===== src/common/memPkg.sv =====
package memPkg;

    // byte address width of the whole system
    localparam int memAddrW = 16;

    typedef enum logic {
        opLoad  = 1'b0,
        opStore = 1'b1
    } memOpT;

    // bytes per data access
    typedef enum logic [1:0] {
        len1 = 2'd0,
        len2 = 2'd1,
        len4 = 2'd2
    } accessLenT;

    // fetches are always a full word
    typedef struct packed {
        logic [memAddrW-1:0] addr;
    } instReqT;

    typedef struct packed {
        logic [memAddrW-1:0] addr;
        memOpT               op;
        accessLenT           len;
        // only the low len bytes are written
        logic [31:0]         wdata;
    } dataReqT;

endpackage

===== src/hw/memCtrl/memCtrl.sv =====
module memCtrl
    import memPkg::*;
(
    input  logic                clk,
    input  logic                rst,
    input  logic                i_ioFull,

    input  logic                i_instPending,
    input  instReqT             i_instReq,
    output logic                o_instPop,

    input  logic                i_dataPending,
    input  dataReqT             i_dataReq,
    output logic                o_dataPop,

    output logic [memAddrW-1:0] o_memAddr,
    output logic                o_memWe,
    output logic [7:0]          o_memWdata,
    input  logic [7:0]          i_memRdata,

    output logic                o_instDone,
    output logic [31:0]         o_instWord,
    output logic                o_dataDone,
    output logic [31:0]         o_dataRdata
);
    typedef enum logic [1:0] {
        stIdle,
        stFetch,
        stLoad,
        stStore
    } ctrlStateT;

    ctrlStateT state;
    logic [2:0] stage;

    // latched request
    logic [memAddrW-1:0] reqAddr;
    logic [2:0] reqBytes;
    logic [31:0] reqWdata;

    // low three bytes of a read, the top byte comes straight from the RAM
    logic [23:0] asmReg;

    logic isRead;
    logic readDone;
    logic storeLast;
    logic [31:0] readWord;
    logic [memAddrW-1:0] byteOffset;

    function automatic logic [2:0] lenBytes(accessLenT len);
        case (len)
            len1: lenBytes = 3'd1;
            len2: lenBytes = 3'd2;
            default: lenBytes = 3'd4;
        endcase
    endfunction

    assign isRead = (state == stFetch) || (state == stLoad);
    assign readDone = isRead && (stage == reqBytes);
    assign storeLast = (state == stStore) && (stage == reqBytes - 3'd1);

    // data side wins when both queues are waiting
    assign o_dataPop = (state == stIdle) && !i_ioFull && i_dataPending;
    assign o_instPop = (state == stIdle) && !i_ioFull && !i_dataPending && i_instPending;

    always_ff @(posedge clk) begin
        if (rst) begin
            state <= stIdle;
            stage <= '0;
        end else if (!i_ioFull) begin
            case (state)
                stIdle: begin
                    stage <= '0;
                    if (i_dataPending) begin
                        state <= (i_dataReq.op == opStore) ? stStore : stLoad;
                    end else if (i_instPending) begin
                        state <= stFetch;
                    end
                end
                stFetch, stLoad: begin
                    if (readDone) begin
                        state <= stIdle;
                        stage <= '0;
                    end else begin
                        stage <= stage + 3'd1;
                    end
                end
                stStore: begin
                    if (storeLast) begin
                        state <= stIdle;
                        stage <= '0;
                    end else begin
                        stage <= stage + 3'd1;
                    end
                end
                default: begin
                    state <= stIdle;
                end
            endcase
        end
    end

    always_ff @(posedge clk) begin
        if (o_dataPop) begin
            reqAddr  <= i_dataReq.addr;
            reqBytes <= lenBytes(i_dataReq.len);
            reqWdata <= i_dataReq.wdata;
        end else if (o_instPop) begin
            reqAddr  <= i_instReq.addr;
            reqBytes <= 3'd4;
        end
        // RAM output at stage k is byte k-1
        if (!i_ioFull && isRead && !readDone) begin
            case (stage)
                3'd1: asmReg[7:0] <= i_memRdata;
                3'd2: asmReg[15:8] <= i_memRdata;
                3'd3: asmReg[23:16] <= i_memRdata;
                default: asmReg <= asmReg;
            endcase
        end
    end

    // stalled reads re-address the previous byte so the RAM output
    // still holds byte stage-1 when the stall ends
    always_comb begin
        byteOffset = memAddrW'(stage);
        if (i_ioFull && isRead) begin
            byteOffset = byteOffset - 1'b1;
        end
    end

    assign o_memAddr = reqAddr + byteOffset;
    assign o_memWe = (state == stStore) && !i_ioFull;
    assign o_memWdata = reqWdata[{stage[1:0], 3'b000} +: 8];

    // zero-extended little-endian word
    always_comb begin
        case (reqBytes)
            3'd1: readWord = {24'd0, i_memRdata};
            3'd2: readWord = {16'd0, i_memRdata, asmReg[7:0]};
            default: readWord = {i_memRdata, asmReg};
        endcase
    end

    assign o_instDone = (state == stFetch) && readDone && !i_ioFull;
    assign o_instWord = readWord;

    assign o_dataDone = !i_ioFull && (((state == stLoad) && readDone) || storeLast);
    assign o_dataRdata = (state == stLoad) ? readWord : 32'd0;

endmodule


===== config.mk =====
export PLATFORM = sky130hd
export DESIGN_NAME = memCtrl
export DESIGN_NICKNAME = d
export VERILOG_FILES = /design/src/common/memPkg.sv /design/src/hw/memCtrl/memCtrl.sv
export SDC_FILE = /design/constraint.sdc
export NUM_CORES = 1
export LEC_CHECK = 0
export BUFFER_PORTS_ARGS = -buffer_cell sky130_fd_sc_hd__buf_2
export CAP_MARGIN = 20
export CORE_ASPECT_RATIO = 2
export CORE_UTILIZATION = 49
export DETAILED_ROUTE_END_ITERATION = 10
export PLACE_DENSITY = 0.79
export SKIP_LAST_GASP = 1
export SLEW_MARGIN = 20
export SYNTH_ARGS = -nofsm -noshare
export SYNTH_HDL_FRONTEND = slang
export SYNTH_SLANG_ARGS = --single-unit
export TNS_END_PERCENT = 10

===== constraint.sdc =====
create_clock -name clk -period 3.3 [get_ports clk]
set_input_delay 0.33 -clock clk [delete_from_list [all_inputs] [get_ports clk]]
set_output_delay 0.33 -clock clk [all_outputs]
set_load 0.01 [all_outputs]

==> impl_metrics.py <==
metrics = {
    "status": {
        "status": "finished, violations left",
        "violations": "setup timing",
    },
    "synthesis": {
        "ys_seq_area_frac": 0.532,
        "synthesis.area_um2": 4420,
        "ys_types": 60,
        "synth-simple-area-share": 0.221,
        "synth_async_sr_flop_share": 0,
        "synth_fa_ha_area_frac": 0.0498,
        "synth_edf_count": 75,
        "syn_nets": 475,
        "synth_flop_cell": "edfxtp_1",
        "synthXorXnorAreaFrac": 0.0467,
        "synth-compound-area-share": 0.0795,
        "postSynthAreaPerCell_um2": 11.7,
        "synth_seq_cells": 80,
        "ys_warn_count": 0,
        "synth_top_family_by_area": "simple AND/OR/NAND/NOR gates",
        "netlist.top_cell.by_area": "edfxtp_1",
        "synth.top_cell.area_share": 0.509,
        "synthMuxAreaShare": 0.0407,
        "netlist_instances": 378,
        "synth.top_cells.by_area": "edfxtp_1 51%, nand2_1 4.9%, and2_1 4.8%, ha_1 4.5%, mux4_2 4.1%",
    },
    "grt": {
        "grt_usage": 0.220,
        "antenna_found_initial": 0,
        "grt_pass1_vias": 3355,
        "grt_overflow": 0,
        "grt_pass1_wl_um": 16000,
        "grt_max_degree": 50,
    },
    "timing": {
        "relSlewSlack": 0.441,
        "period_share": 1.01,
        "finalSetupViolations": 1,
        "post-route-min-period_ns": 3.33,
        "worst_slew_pin_slew_ns": 0.838,
        "holdWs_ns": 0.164,
        "rsz0062_at_grt": "yes",
        "hold_viol": 0,
        "skew_ns": 0.00457,
        "finalWorstSetupSlack_ns": -0.0299,
        "slew_violations": 0,
        "final.setup.tns_ns": -0.0299,
        "fmax_mhz": 300,
    },
    "worst_setup_path": {
        "crit_path_start_kind": "flip-flop",
        "path_buf_inv": 2,
        "end_kind": "primary output",
        "arrival_ns": 3.00,
        "cp_cell_sequence": "inv_4 > ha_4 > nand3_4 > xnor2_2 > ha_1 > and3_4 > nand3b_1 > or4_4 > a2bb2oi_2 > xnor2_1 > buf_2",
        "slowest_stage": "or4_4",
        "worstSetupPathType": "flip-flop to primary output",
        "crit_path_max_incr_delay_ns": 0.51,
        "crit_family": "simple AND/OR/NAND/NOR gates",
        "worstPathMaxFanout": 5,
        "worstPathRequired_ns": 2.97,
    },
    "floorplan": {
        "fp.dieH_um": 136,
        "fp.dieW_um": 69.2,
        "rows": 48,
        "dieArea_um2": 9430,
        "coreArea_um2": 8710,
        "start_util": 0.508,
        "io_pins": 173,
    },
    "cts": {
        "cts_tree": "built",
        "clk_latency_ns": 0.34,
        "htreeDepth": 3,
        "clkTransAtPathRegs_ns": 0.06,
        "clock-sinks": 80,
        "cts_made_buffers": 9,
        "clockRootBuffer": "clkbuf_16",
        "cts_buffer_depth": 2,
    },
    "power": {
        "ir_drop_v": 0.000369,
        "swShare": 0.268,
        "power_frac_comb": 0.199,
        "net-switching-power_mw": 0.703,
        "p_int_mw": 1.92,
        "total_power_mw": 2.62,
        "p_per_area_nw_per_um2": 450,
        "p_clk_frac": 0.335,
        "p_leak_nw": 2.64,
        "p_seq_frac": 0.466,
    },
    "drt": {
        "vias_per_cell": 5.45,
        "wl_per_cell_um": 15.5,
        "vias": 3621,
        "ant_nets": 0,
        "drtIter0Drc": 101,
        "dr.pass1.iters": 4,
        "wirelength_um": 10300,
        "drc": 0,
    },
    "placed_design": {
        "hpwl_um": 7800,
        "gp_congestion": 0.934,
        "io_buffer_count": 172,
    },
    "cells_and_area": {
        "drive_above_1_share": 0.429,
        "final_nets": 656,
        "area.growth.synth_to_final_pct": 31.8,
        "diodes": 0,
        "post-route-util": 0.669,
    },
    "flow_run": {
        "maxCapViolCount": 0,
    },
    "hold_path": {
        "hp-class": "primary input to flip-flop",
    },
}
## routing by layer
metal | track usage | share of wire | vias up
li1 | - | - | 1744
met5 | 0 | 0 | -
met4 | 0.112 | 0.033 | 0
met1 | 0.213 | 0.35 | 1653
met2 | 0.422 | 0.55 | 191
met3 | 0.0511 | 0.067 | 33
## Yosys cell counts (2+ instances only)
library cell,count
a21oi_1,6
a22o_1,17
a22oi_1,3
a31oi_1,2
a41oi_1,2
and2_1,34
and3_1,23
and4_1,2
buf_2,2
clkbuf_1,16
dfxtp_1,5
edfxtp_1,75
ha_1,16
inv_1,10
mux4_2,8
nand2_1,58
nand2b_1,2
nand3_1,7
nand4_1,3
nor2_1,10
nor2b_1,4
nor3_1,7
nor4_1,2
o21ai_0,2
o21ai_1,3
o22ai_1,2
or2_2,4
or4_1,2
xnor2_1,12
xor2_1,9
## power groups by stage
stage | clock (mW) | sequential [mW] | combinational (mW)
floorplan | 0 | 1.22 | 0.295
global placement | 0 | 1.24 | 0.461
detailed placement | 0 | 1.24 | 0.473
CTS | 0.897 | 1.22 | 0.486
global route | 0.938 | 1.23 | 0.570
finish | 0.878 | 1.22 | 0.523
## cells in the final DEF (no fill, tap or decap), types with 3 or more instances in the layout
cell,n
buf_2,172
edfxtp_1,75
nand2_1,56
and2_1,34
and3_1,22
a22o_1,17
buf_4,17
ha_1,14
xnor2_1,11
nor2_1,10
xor2_1,9
clkbuf_16,9
inv_1,8
mux4_2,8
nor3_1,7
nand3_1,6
a21oi_1,6
or2_2,4
nor2b_1,4
nand4_1,3
o21ai_1,3
a22oi_1,3
clkinv_1,3
dfxtp_1,3
## registers in the layout, indices dropped and copies added, names as in the netlist
name      count
reqBytes      3
asmReg       24
stage         3
reqWdata     32
reqAddr      16
state         2
## final timing paths
kind | startpoint | endpoint | slack, ns | cells after the start
min | i_dataReq[1] | reqWdata[1] | 0.16 | 1
min reg2reg | state[1] | state[1] | 0.54 | 2
max reg2reg | state[0] | reqWdata[8] | 1.03 | 7
max | state[0] | o_memAddr[7] | -0.03 | 11
## cell type report
cell class	instances	area, µm²
clock buffer	10	229
clock inverter	6	36.3
fill	640	2880
inverter	11	46.3
multi-input combinational	266	2010
sequential	80	2360
tap	100	125
timing repair buffer	191	1020
## repair_timing
item / in CTS / in global routing
hold buffers: 0 / 0
gates cloned: 0 / 0
setup buffers: 0 / 9
pin swaps: 1 / 6
setup endpoints to repair: 12 / 12
gates resized for setup: 9 / 17
## cell families after synthesis
family,after synthesis
muxes,8
AOI/OAI and AO/OA,46
xor gates and xnor gates,22
DFF,80
buffers and inverters,32
and+or+nand+nor,173
adders and majority gates,17
## stage by stage
step	setup WS [ns]	cell area (µm²)	std cells
final	-0.0299	5830	664
after global routing	-0.164	5830	664
after CTS	-0.0606	5690	655
after detailed placement	0.0262	5390	639
after global placement	0.143	5390	639
after floorplan	0.0829	4420	378
No activity file was read; power rests on OpenSTA's default activity.
