[config.mk]
export PLATFORM = sky130hd
export DESIGN_NAME = reqQueue
export DESIGN_NICKNAME = d
export VERILOG_FILES = /design/src/hw/reqQueue.sv
export SDC_FILE = /design/constraint.sdc
export NUM_CORES = 1
export LEC_CHECK = 0
export ABC_AREA = 1
export ABC_CLOCK_PERIOD_IN_PS = 1900
export BUFFER_PORTS_ARGS = -buffer_cell sky130_fd_sc_hd__buf_4
export CAP_MARGIN = 20
export CORE_MARGIN = 2
export CORE_UTILIZATION = 51
export CTS_BUF_LIST = sky130_fd_sc_hd__clkbuf_8
export CTS_CLUSTER_DIAMETER = 60
export DETAILED_ROUTE_END_ITERATION = 7
export PLACE_DENSITY_LB_ADDON = 0.3
export RECOVER_POWER = 50
export SYNTH_ARGS = -nofsm -noshare
export SYNTH_HDL_FRONTEND = slang
export SYNTH_SLANG_ARGS = --single-unit
export TNS_END_PERCENT = 1
[constraint.sdc]
create_clock -name clk -period 1.9 [get_ports clk]
set_input_delay 0 -clock clk [delete_from_list [all_inputs] [get_ports clk]]
set_output_delay 0 -clock clk [all_outputs]
set_load 0.02 [all_outputs]
[src/hw/reqQueue.sv]
module reqQueue #(
    parameter type PayloadT  = logic [31:0],
    parameter int QueueDepth = 4
) (
    input  logic    clk,
    input  logic    rst,
    input  logic    i_push,
    input  PayloadT i_data,
    input  logic    i_pop,
    output logic    o_notEmpty,
    output PayloadT o_head,
    output logic    o_credit
);
    localparam int PtrW = (QueueDepth > 1) ? $clog2(QueueDepth) : 1;
    localparam int CountW = $clog2(QueueDepth + 1);
    localparam logic [PtrW-1:0] LastPtr = PtrW'(QueueDepth - 1);

    PayloadT storage [QueueDepth];

    logic [PtrW-1:0] wrPtr;
    logic [PtrW-1:0] rdPtr;
    logic [CountW-1:0] count;

    function automatic logic [PtrW-1:0] nextPtr(logic [PtrW-1:0] ptr);
        if (ptr == LastPtr) begin
            nextPtr = '0;
        end else begin
            nextPtr = ptr + 1'b1;
        end
    endfunction

    // requester never pushes without a credit, so no full check
    always_ff @(posedge clk) begin
        if (i_push) begin
            storage[wrPtr] <= i_data;
        end
    end

    always_ff @(posedge clk) begin
        if (rst) begin
            wrPtr    <= '0;
            rdPtr    <= '0;
            count    <= '0;
            o_credit <= 1'b0;
        end else begin
            if (i_push) begin
                wrPtr <= nextPtr(wrPtr);
            end
            if (i_pop) begin
                rdPtr <= nextPtr(rdPtr);
            end
            case ({i_push, i_pop})
                2'b10: count <= count + 1'b1;
                2'b01: count <= count - 1'b1;
                default: count <= count;
            endcase
            // one credit back per popped entry
            o_credit <= i_pop;
        end
    end

    assign o_notEmpty = (count != '0);
    assign o_head = storage[rdPtr];

endmodule

==> results.json, run 1 <==
{
  "outcome": "completed",
  "drive_above_1_share": 0.151,
  "syn_avg_cell_area_um2": 14.2,
  "critPathCaptureType": "output pin",
  "routed_wl_um": 10300,
  "path_class": "register to output pin",
  "place_hpwl_um": 6060,
  "diodes": 0,
  "syn_area_um2": 5260,
  "setup_tns_ns": 0,
  "syn_nets": 414,
  "grt_remaining_overflow": 0,
  "route.vias.total": 3369,
  "grt_pass1_vias": 3357,
  "synth.area.top_cells": "edfxtp_1 73%, nor2_1 5.4%, dfxtp_1 3.8%",
  "insertion_delay_ns": 0.43,
  "cts_buffers": 17,
  "ys_types": 20,
  "port_buffers": 69,
  "netlist_instances": 371,
  "fp.coreArea_um2": 10200,
  "maxCapViolations": 0,
  "setup_violations": 0,
  "ys.flop_type": "edfxtp_1",
  "power.total_mw": 6.73,
  "cp.required_ns": 1.90,
  "cts_tree": "yes",
  "relSlewSlack": 0.555,
  "cts_htree_levels": 4,
  "cp_data_arrival_time_ns": 1.73,
  "yosysMostFrequentCell": "edfxtp_1",
  "fp.dieW_um": 106,
  "nets": 532,
  "placed_area_um2": 5910,
  "synth_top_area_share": 0.731,
  "dr.pass1.iters": 4,
  "synth_top_cell_by_area": "edfxtp_1",
  "pin_count": 70,
  "antenna_found_initial": 0,
  "fp.dieH_um": 106,
  "r2r_setup_slack_ns": 0.28,
  "syn2layout_area_growth_pct": 24.2,
  "ys_seq_area_frac": 0.769,
  "clock-root-buffer": "clkbuf_8",
  "path_buf_inv": 2,
  "cts_setup_buffers": 0,
  "period_share": 0.909,
  "hold_viol_final": 0,
  "grt_max_degree": 65,
  "path_max_fanout": 23,
  "grt_use_total": 0.198,
  "drt-initial-drc-count": 272,
  "vdd_drop_max_mv": 0.628,
  "via_per_inst": 5.28,
  "clk_pin_slew_ns": 0.07,
  "leakagePower_nw": 2.31,
  "slew_viol_final": 0,
  "power.density_nw_per_um2": 1030,
  "period_minus_slack_ns": 1.73,
  "route.detailed.drc": 0,
  "rsz0062_at_grt": "no",
  "yosys_warnings": 0,
  "grt_pass1_wl_um": 16400,
  "worstHoldPathCells": 3,
  "clk_path_buf_depth": 2,
  "die_area_um2": 11100,
  "crit_chain": "buf_6, o21ai_0, o22ai_1, buf_4",
  "worstMarginPinSlew_ns": 0.668,
  "design_area_um2": 6530,
  "crit_slowest_cell": "dfxtp_2",
  "routedWlPerCell_um": 16.1,
  "gp_congestion": 0.723,
  "synth.cells.most_frequent": "128 x edfxtp_1, 75 x nor2_1, 40 x o21ai_0",
  "postRouteAntennaNets": 0,
  "clock.fmax_mhz": 579,
  "cp_top_family": "flip-flops",
  "startpoint_type": "register",
  "hp-class": "input port to register",
  "async_reset_ff_frac": 0,
  "clock_skew_ns": 0.00562,
  "synth-edff-count": 128,
  "initial_core_util": 0.516,
  "slowest_delay_ns": 0.47,
  "cts_sinks": 138,
  "cp.depth": 4,
  "ys_ff_latch": 138,
  "rows": 37,
  "rr_worst_depth": 4
}
==> report_power, final <==
part	internal [mW]	total [mW]	leakage, nW	switching, mW
logic	0.337	0.876	0.859	0.539
clock network	1.27	2.32	0.191	1.05
registers	3.48	3.53	1.26	0.0507
==> registers in the layout, indices dropped and copies added (netlist names), named ones only <==
name      count
rdPtr         2
count         3
o_credit      1
storage     128
wrPtr         2
==> worst reg2reg max path: cells and delay by family, from the launching register on <==
family	cells	cell delay (ns)
simple gates	1	0.07
fa+ha+maj	1	0.18
flops	1	0.40
buf+inv	2	0.61
==> layout by cell type, fill, tap and decap left out, drive strengths merged, types with 6 or more instances in the layout <==
| cell | instances |
|---|---|
| buf | 44 |
| clkbuf | 55 |
| clkinv | 8 |
| dfxtp | 10 |
| dlygate4sd3 | 36 |
| edfxtp | 128 |
| ha | 6 |
| inv | 15 |
| nand2 | 11 |
| nor2 | 75 |
| o21ai | 68 |
| o22ai | 32 |
==> layer usage <==
metal,share of wire,vias up,global-route usage
li1,-,1608,-
met1,0.42,1643,0.240
met2,0.51,103,0.330
met3,0.053,15,0.0649
met4,0.015,0,0.0742
met5,0,-,0
==> through the flow <==
stage	utilization	setup WS (ns)	cells	hold slack, ns
finish	0.641	0.174	638	0.313
detailed placement	0.581	0.432	570	0.204
CTS	0.655	0.0825	638	0.281
global placement	0.581	0.475	570	0.201
floorplan	-	0.301	371	0.0724
global route	0.641	0.0646	638	0.304
==> final timing paths <==
kind                               from                  endpoint
setup / recovery               register                o_head[16]
hold / removal                      rst     wrPtr[0]$_SDFFE_PP0P_
setup reg to reg  wrPtr[0]$_SDFFE_PP0P_  storage[3][27]$_DFFE_PP_
hold reg to reg   count[2]$_SDFFE_PP0P_     count[2]$_SDFFE_PP0P_
==> kinds of logic (layout without fill, tap and decap cells) <==
group,Yosys count,after routing,share of synthesized area
DFF,138,138,0.769
AOI/OAI and AO/OA,103,103,0.106
and+or+nand+nor,88,88,0.0635
buffers and inverters,34,165,0.0421
adders and majority gates,7,7,0.0181
xor gates and xnor gates,1,1,0.00167
==> cell type report <==
cell class	count	area (um2)
inverter	15	66.3
fill	798	3650
sequential	138	4050
multi-input combinational	199	993
clock buffer	17	234
tap	136	170
clock inverter	15	159
timing repair buffer	118	862
==> timing repair <==
action	4_1_cts	5_1_grt
hold endpoints to repair	138	0
gates resized for setup	2	1
endpoints found under the setup margin	10	4
hold buffers	36	0
No activity file was read; power rests on OpenSTA's default activity.
==> run 2: changes to the inputs <==
--- a/config.mk
+++ b/config.mk
@@ -9,9 +9,9 @@
 export ABC_CLOCK_PERIOD_IN_PS = 1900
 export BUFFER_PORTS_ARGS = -buffer_cell sky130_fd_sc_hd__buf_4
 export CAP_MARGIN = 20
+export CORE_ASPECT_RATIO = 0.7
 export CORE_MARGIN = 2
 export CORE_UTILIZATION = 51
-export CTS_BUF_LIST = sky130_fd_sc_hd__clkbuf_8
 export CTS_CLUSTER_DIAMETER = 60
 export DETAILED_ROUTE_END_ITERATION = 7
 export PLACE_DENSITY_LB_ADDON = 0.3
==> results.json, run 2 (synthesis gave the netlist of run 1 again) <==
{
  "syn2layout_area_growth_pct": 29.7,
  "routed_wl_um": 11300,
  "design_area_um2": 6820,
  "crit_slowest_cell": "buf_4",
  "worstHoldStart": "rst",
  "die_area_um2": 11200,
  "r2r_setup_slack_ns": 0.35,
  "power.density_nw_per_um2": 1220,
  "rsz0062_at_grt": "no",
  "setup_tns_ns": 0,
  "gp_congestion": 0.727,
  "startpoint_type": "register",
  "grt_pass1_vias": 3358,
  "largest_reg_flops": 128,
  "outcome": "completed",
  "post-place-cells": 561,
  "cts_buffers": 17,
  "path_max_fanout": 32,
  "clock_skew_ns": 0.00457,
  "placed_area_um2": 5900,
  "fp.dieW_um": 125,
  "cts_sinks": 138,
  "clk_pin_slew_ns": 0.05,
  "critPathCaptureType": "output pin",
  "holdPathEnd": "wrPtr[0]$_SDFFE_PP0P_",
  "setup_violations": 0,
  "vdd_drop_max_mv": 0.614,
  "clock.fmax_mhz": 552,
  "cts_tree": "yes",
  "relSlewSlack": 0.608,
  "cts_htree_levels": 4,
  "rows": 30,
  "power.total_mw": 8.30,
  "drt-initial-drc-count": 372,
  "leakagePower_nw": 2.46,
  "insertion_delay_ns": 0.41,
  "cp_data_arrival_time_ns": 1.81,
  "cp.required_ns": 1.90,
  "slew_viol_final": 0,
  "clock-root-buffer": "clkbuf_16",
  "grt_remaining_overflow": 0,
  "worstHoldPathCells": 3,
  "top_regs": "storage (128), count (3)",
  "dr.pass1.iters": 5,
  "path_class": "register to output pin",
  "crit_chain": "buf_4, o21ai_0, o22ai_1, buf_4",
  "initial_core_util": 0.533,
  "route.vias.total": 3451,
  "maxCapViolations": 0,
  "fp.dieH_um": 89.0,
  "clk_path_buf_depth": 2,
  "layout_commonest_cell": "edfxtp_1",
  "antenna_found_initial": 0,
  "most-common-layout-cells": "128 x edfxtp_1, 75 x nor2_1, 42 x buf_4, 40 x o21ai_0, 37 x clkbuf_1",
  "fin_cells": 629,
  "period_minus_slack_ns": 1.81,
  "route.detailed.drc": 0,
  "pin_count": 70,
  "slowest_delay_ns": 0.35,
  "routedWlPerCell_um": 17.9,
  "drive_above_1_share": 0.150,
  "hp-class": "input port to register",
  "diodes": 0,
  "worstMarginPinSlew_ns": 0.588,
  "top_register": "storage",
  "grt_pass1_wl_um": 17400,
  "port_buffers": 69,
  "n_fill_cell": 679,
  "grt_use_total": 0.212,
  "postRouteAntennaNets": 0,
  "rr_worst_depth": 5,
  "crit-reg2reg-capture": "storage[2][7]$_DFFE_PP_",
  "grt_max_degree": 65,
  "crit_top_cell": "buf_4",
  "place_hpwl_um": 6680,
  "period_share": 0.954,
  "r2r-start": "wrPtr[0]$_SDFFE_PP0P_",
  "nets": 531,
  "via_per_inst": 5.49,
  "fp.coreArea_um2": 9870,
  "hold_viol_final": 0
}
[run 2: worst max path at each step]
stage	slack (ns)	cells past startpoint	end
final	0.09	4	o_head[14]
after global routing	0.01	4	o_head[23]
after CTS	0.001	4	o_head[14]
after detailed placement	0.42	5	storage[1][29]$_DFFE_PP_
after global placement	0.47	5	storage[1][29]$_DFFE_PP_
after floorplan	0.30	4	storage[2][0]$_DFFE_PP_
[run 2: power by group]
part / internal, mW / switching, mW / leakage (nW) / total (mW)
Clock: 2.70 / 1.17 / 0.337 / 3.87
Sequential: 3.48 / 0.0549 / 1.26 / 3.54
Combinational: 0.333 / 0.553 / 0.864 / 0.886
[run 2: layer usage]
metal	global-route usage	up-vias	share of wire
met5	0	-	0
met4	0.0687	0	0.0098
met3	0.0676	15	0.076
met2	0.333	151	0.47
met1	0.288	1675	0.44
li1	-	1610	-
[run 2: final cells by class]
| class | count | area (um2) | area share |
|---|---|---|---|
| inverter | 15 | 63.8 | 0.00935 |
| clock inverter | 15 | 277 | 0.0405 |
| multi-input combinational | 199 | 993 | 0.146 |
| tap | 128 | 160 | 0.0235 |
| timing repair buffer | 117 | 855 | 0.125 |
| clock buffer | 17 | 425 | 0.0624 |
| sequential | 138 | 4050 | 0.593 |
[run 2: what timing repair did]
| item | in CTS | in global routing |
|---|---|---|
| endpoints found under the setup margin | 0 | 16 |
| buffers inserted | 0 | 0 |
| hold endpoints to repair | 138 | 0 |
| gates resized for setup | 0 | 1 |
| hold buffers | 36 | 0 |
[run 2: critical path, delay by kind of cell, from the launching register on]
family / cells / cell delay (ns)
DFF: 1 / 0.34
AOI/OAI and AO/OA: 2 / 0.50
buffers and inverters: 2 / 0.56
[run 2: through the flow]
| step | setup WS, ns | util | hold WS (ns) |
|---|---|---|---|
| 2_1_floorplan | 0.301 | - | 0.0724 |
| 3_3_place_gp | 0.466 | 0.597 | 0.204 |
| 3_5_place_dp | 0.419 | 0.597 | 0.206 |
| 4_1_cts | 0.000990 | 0.705 | 0.321 |
| 5_1_grt | 0.0112 | 0.691 | 0.353 |
| 6_report | 0.0878 | 0.691 | 0.355 |
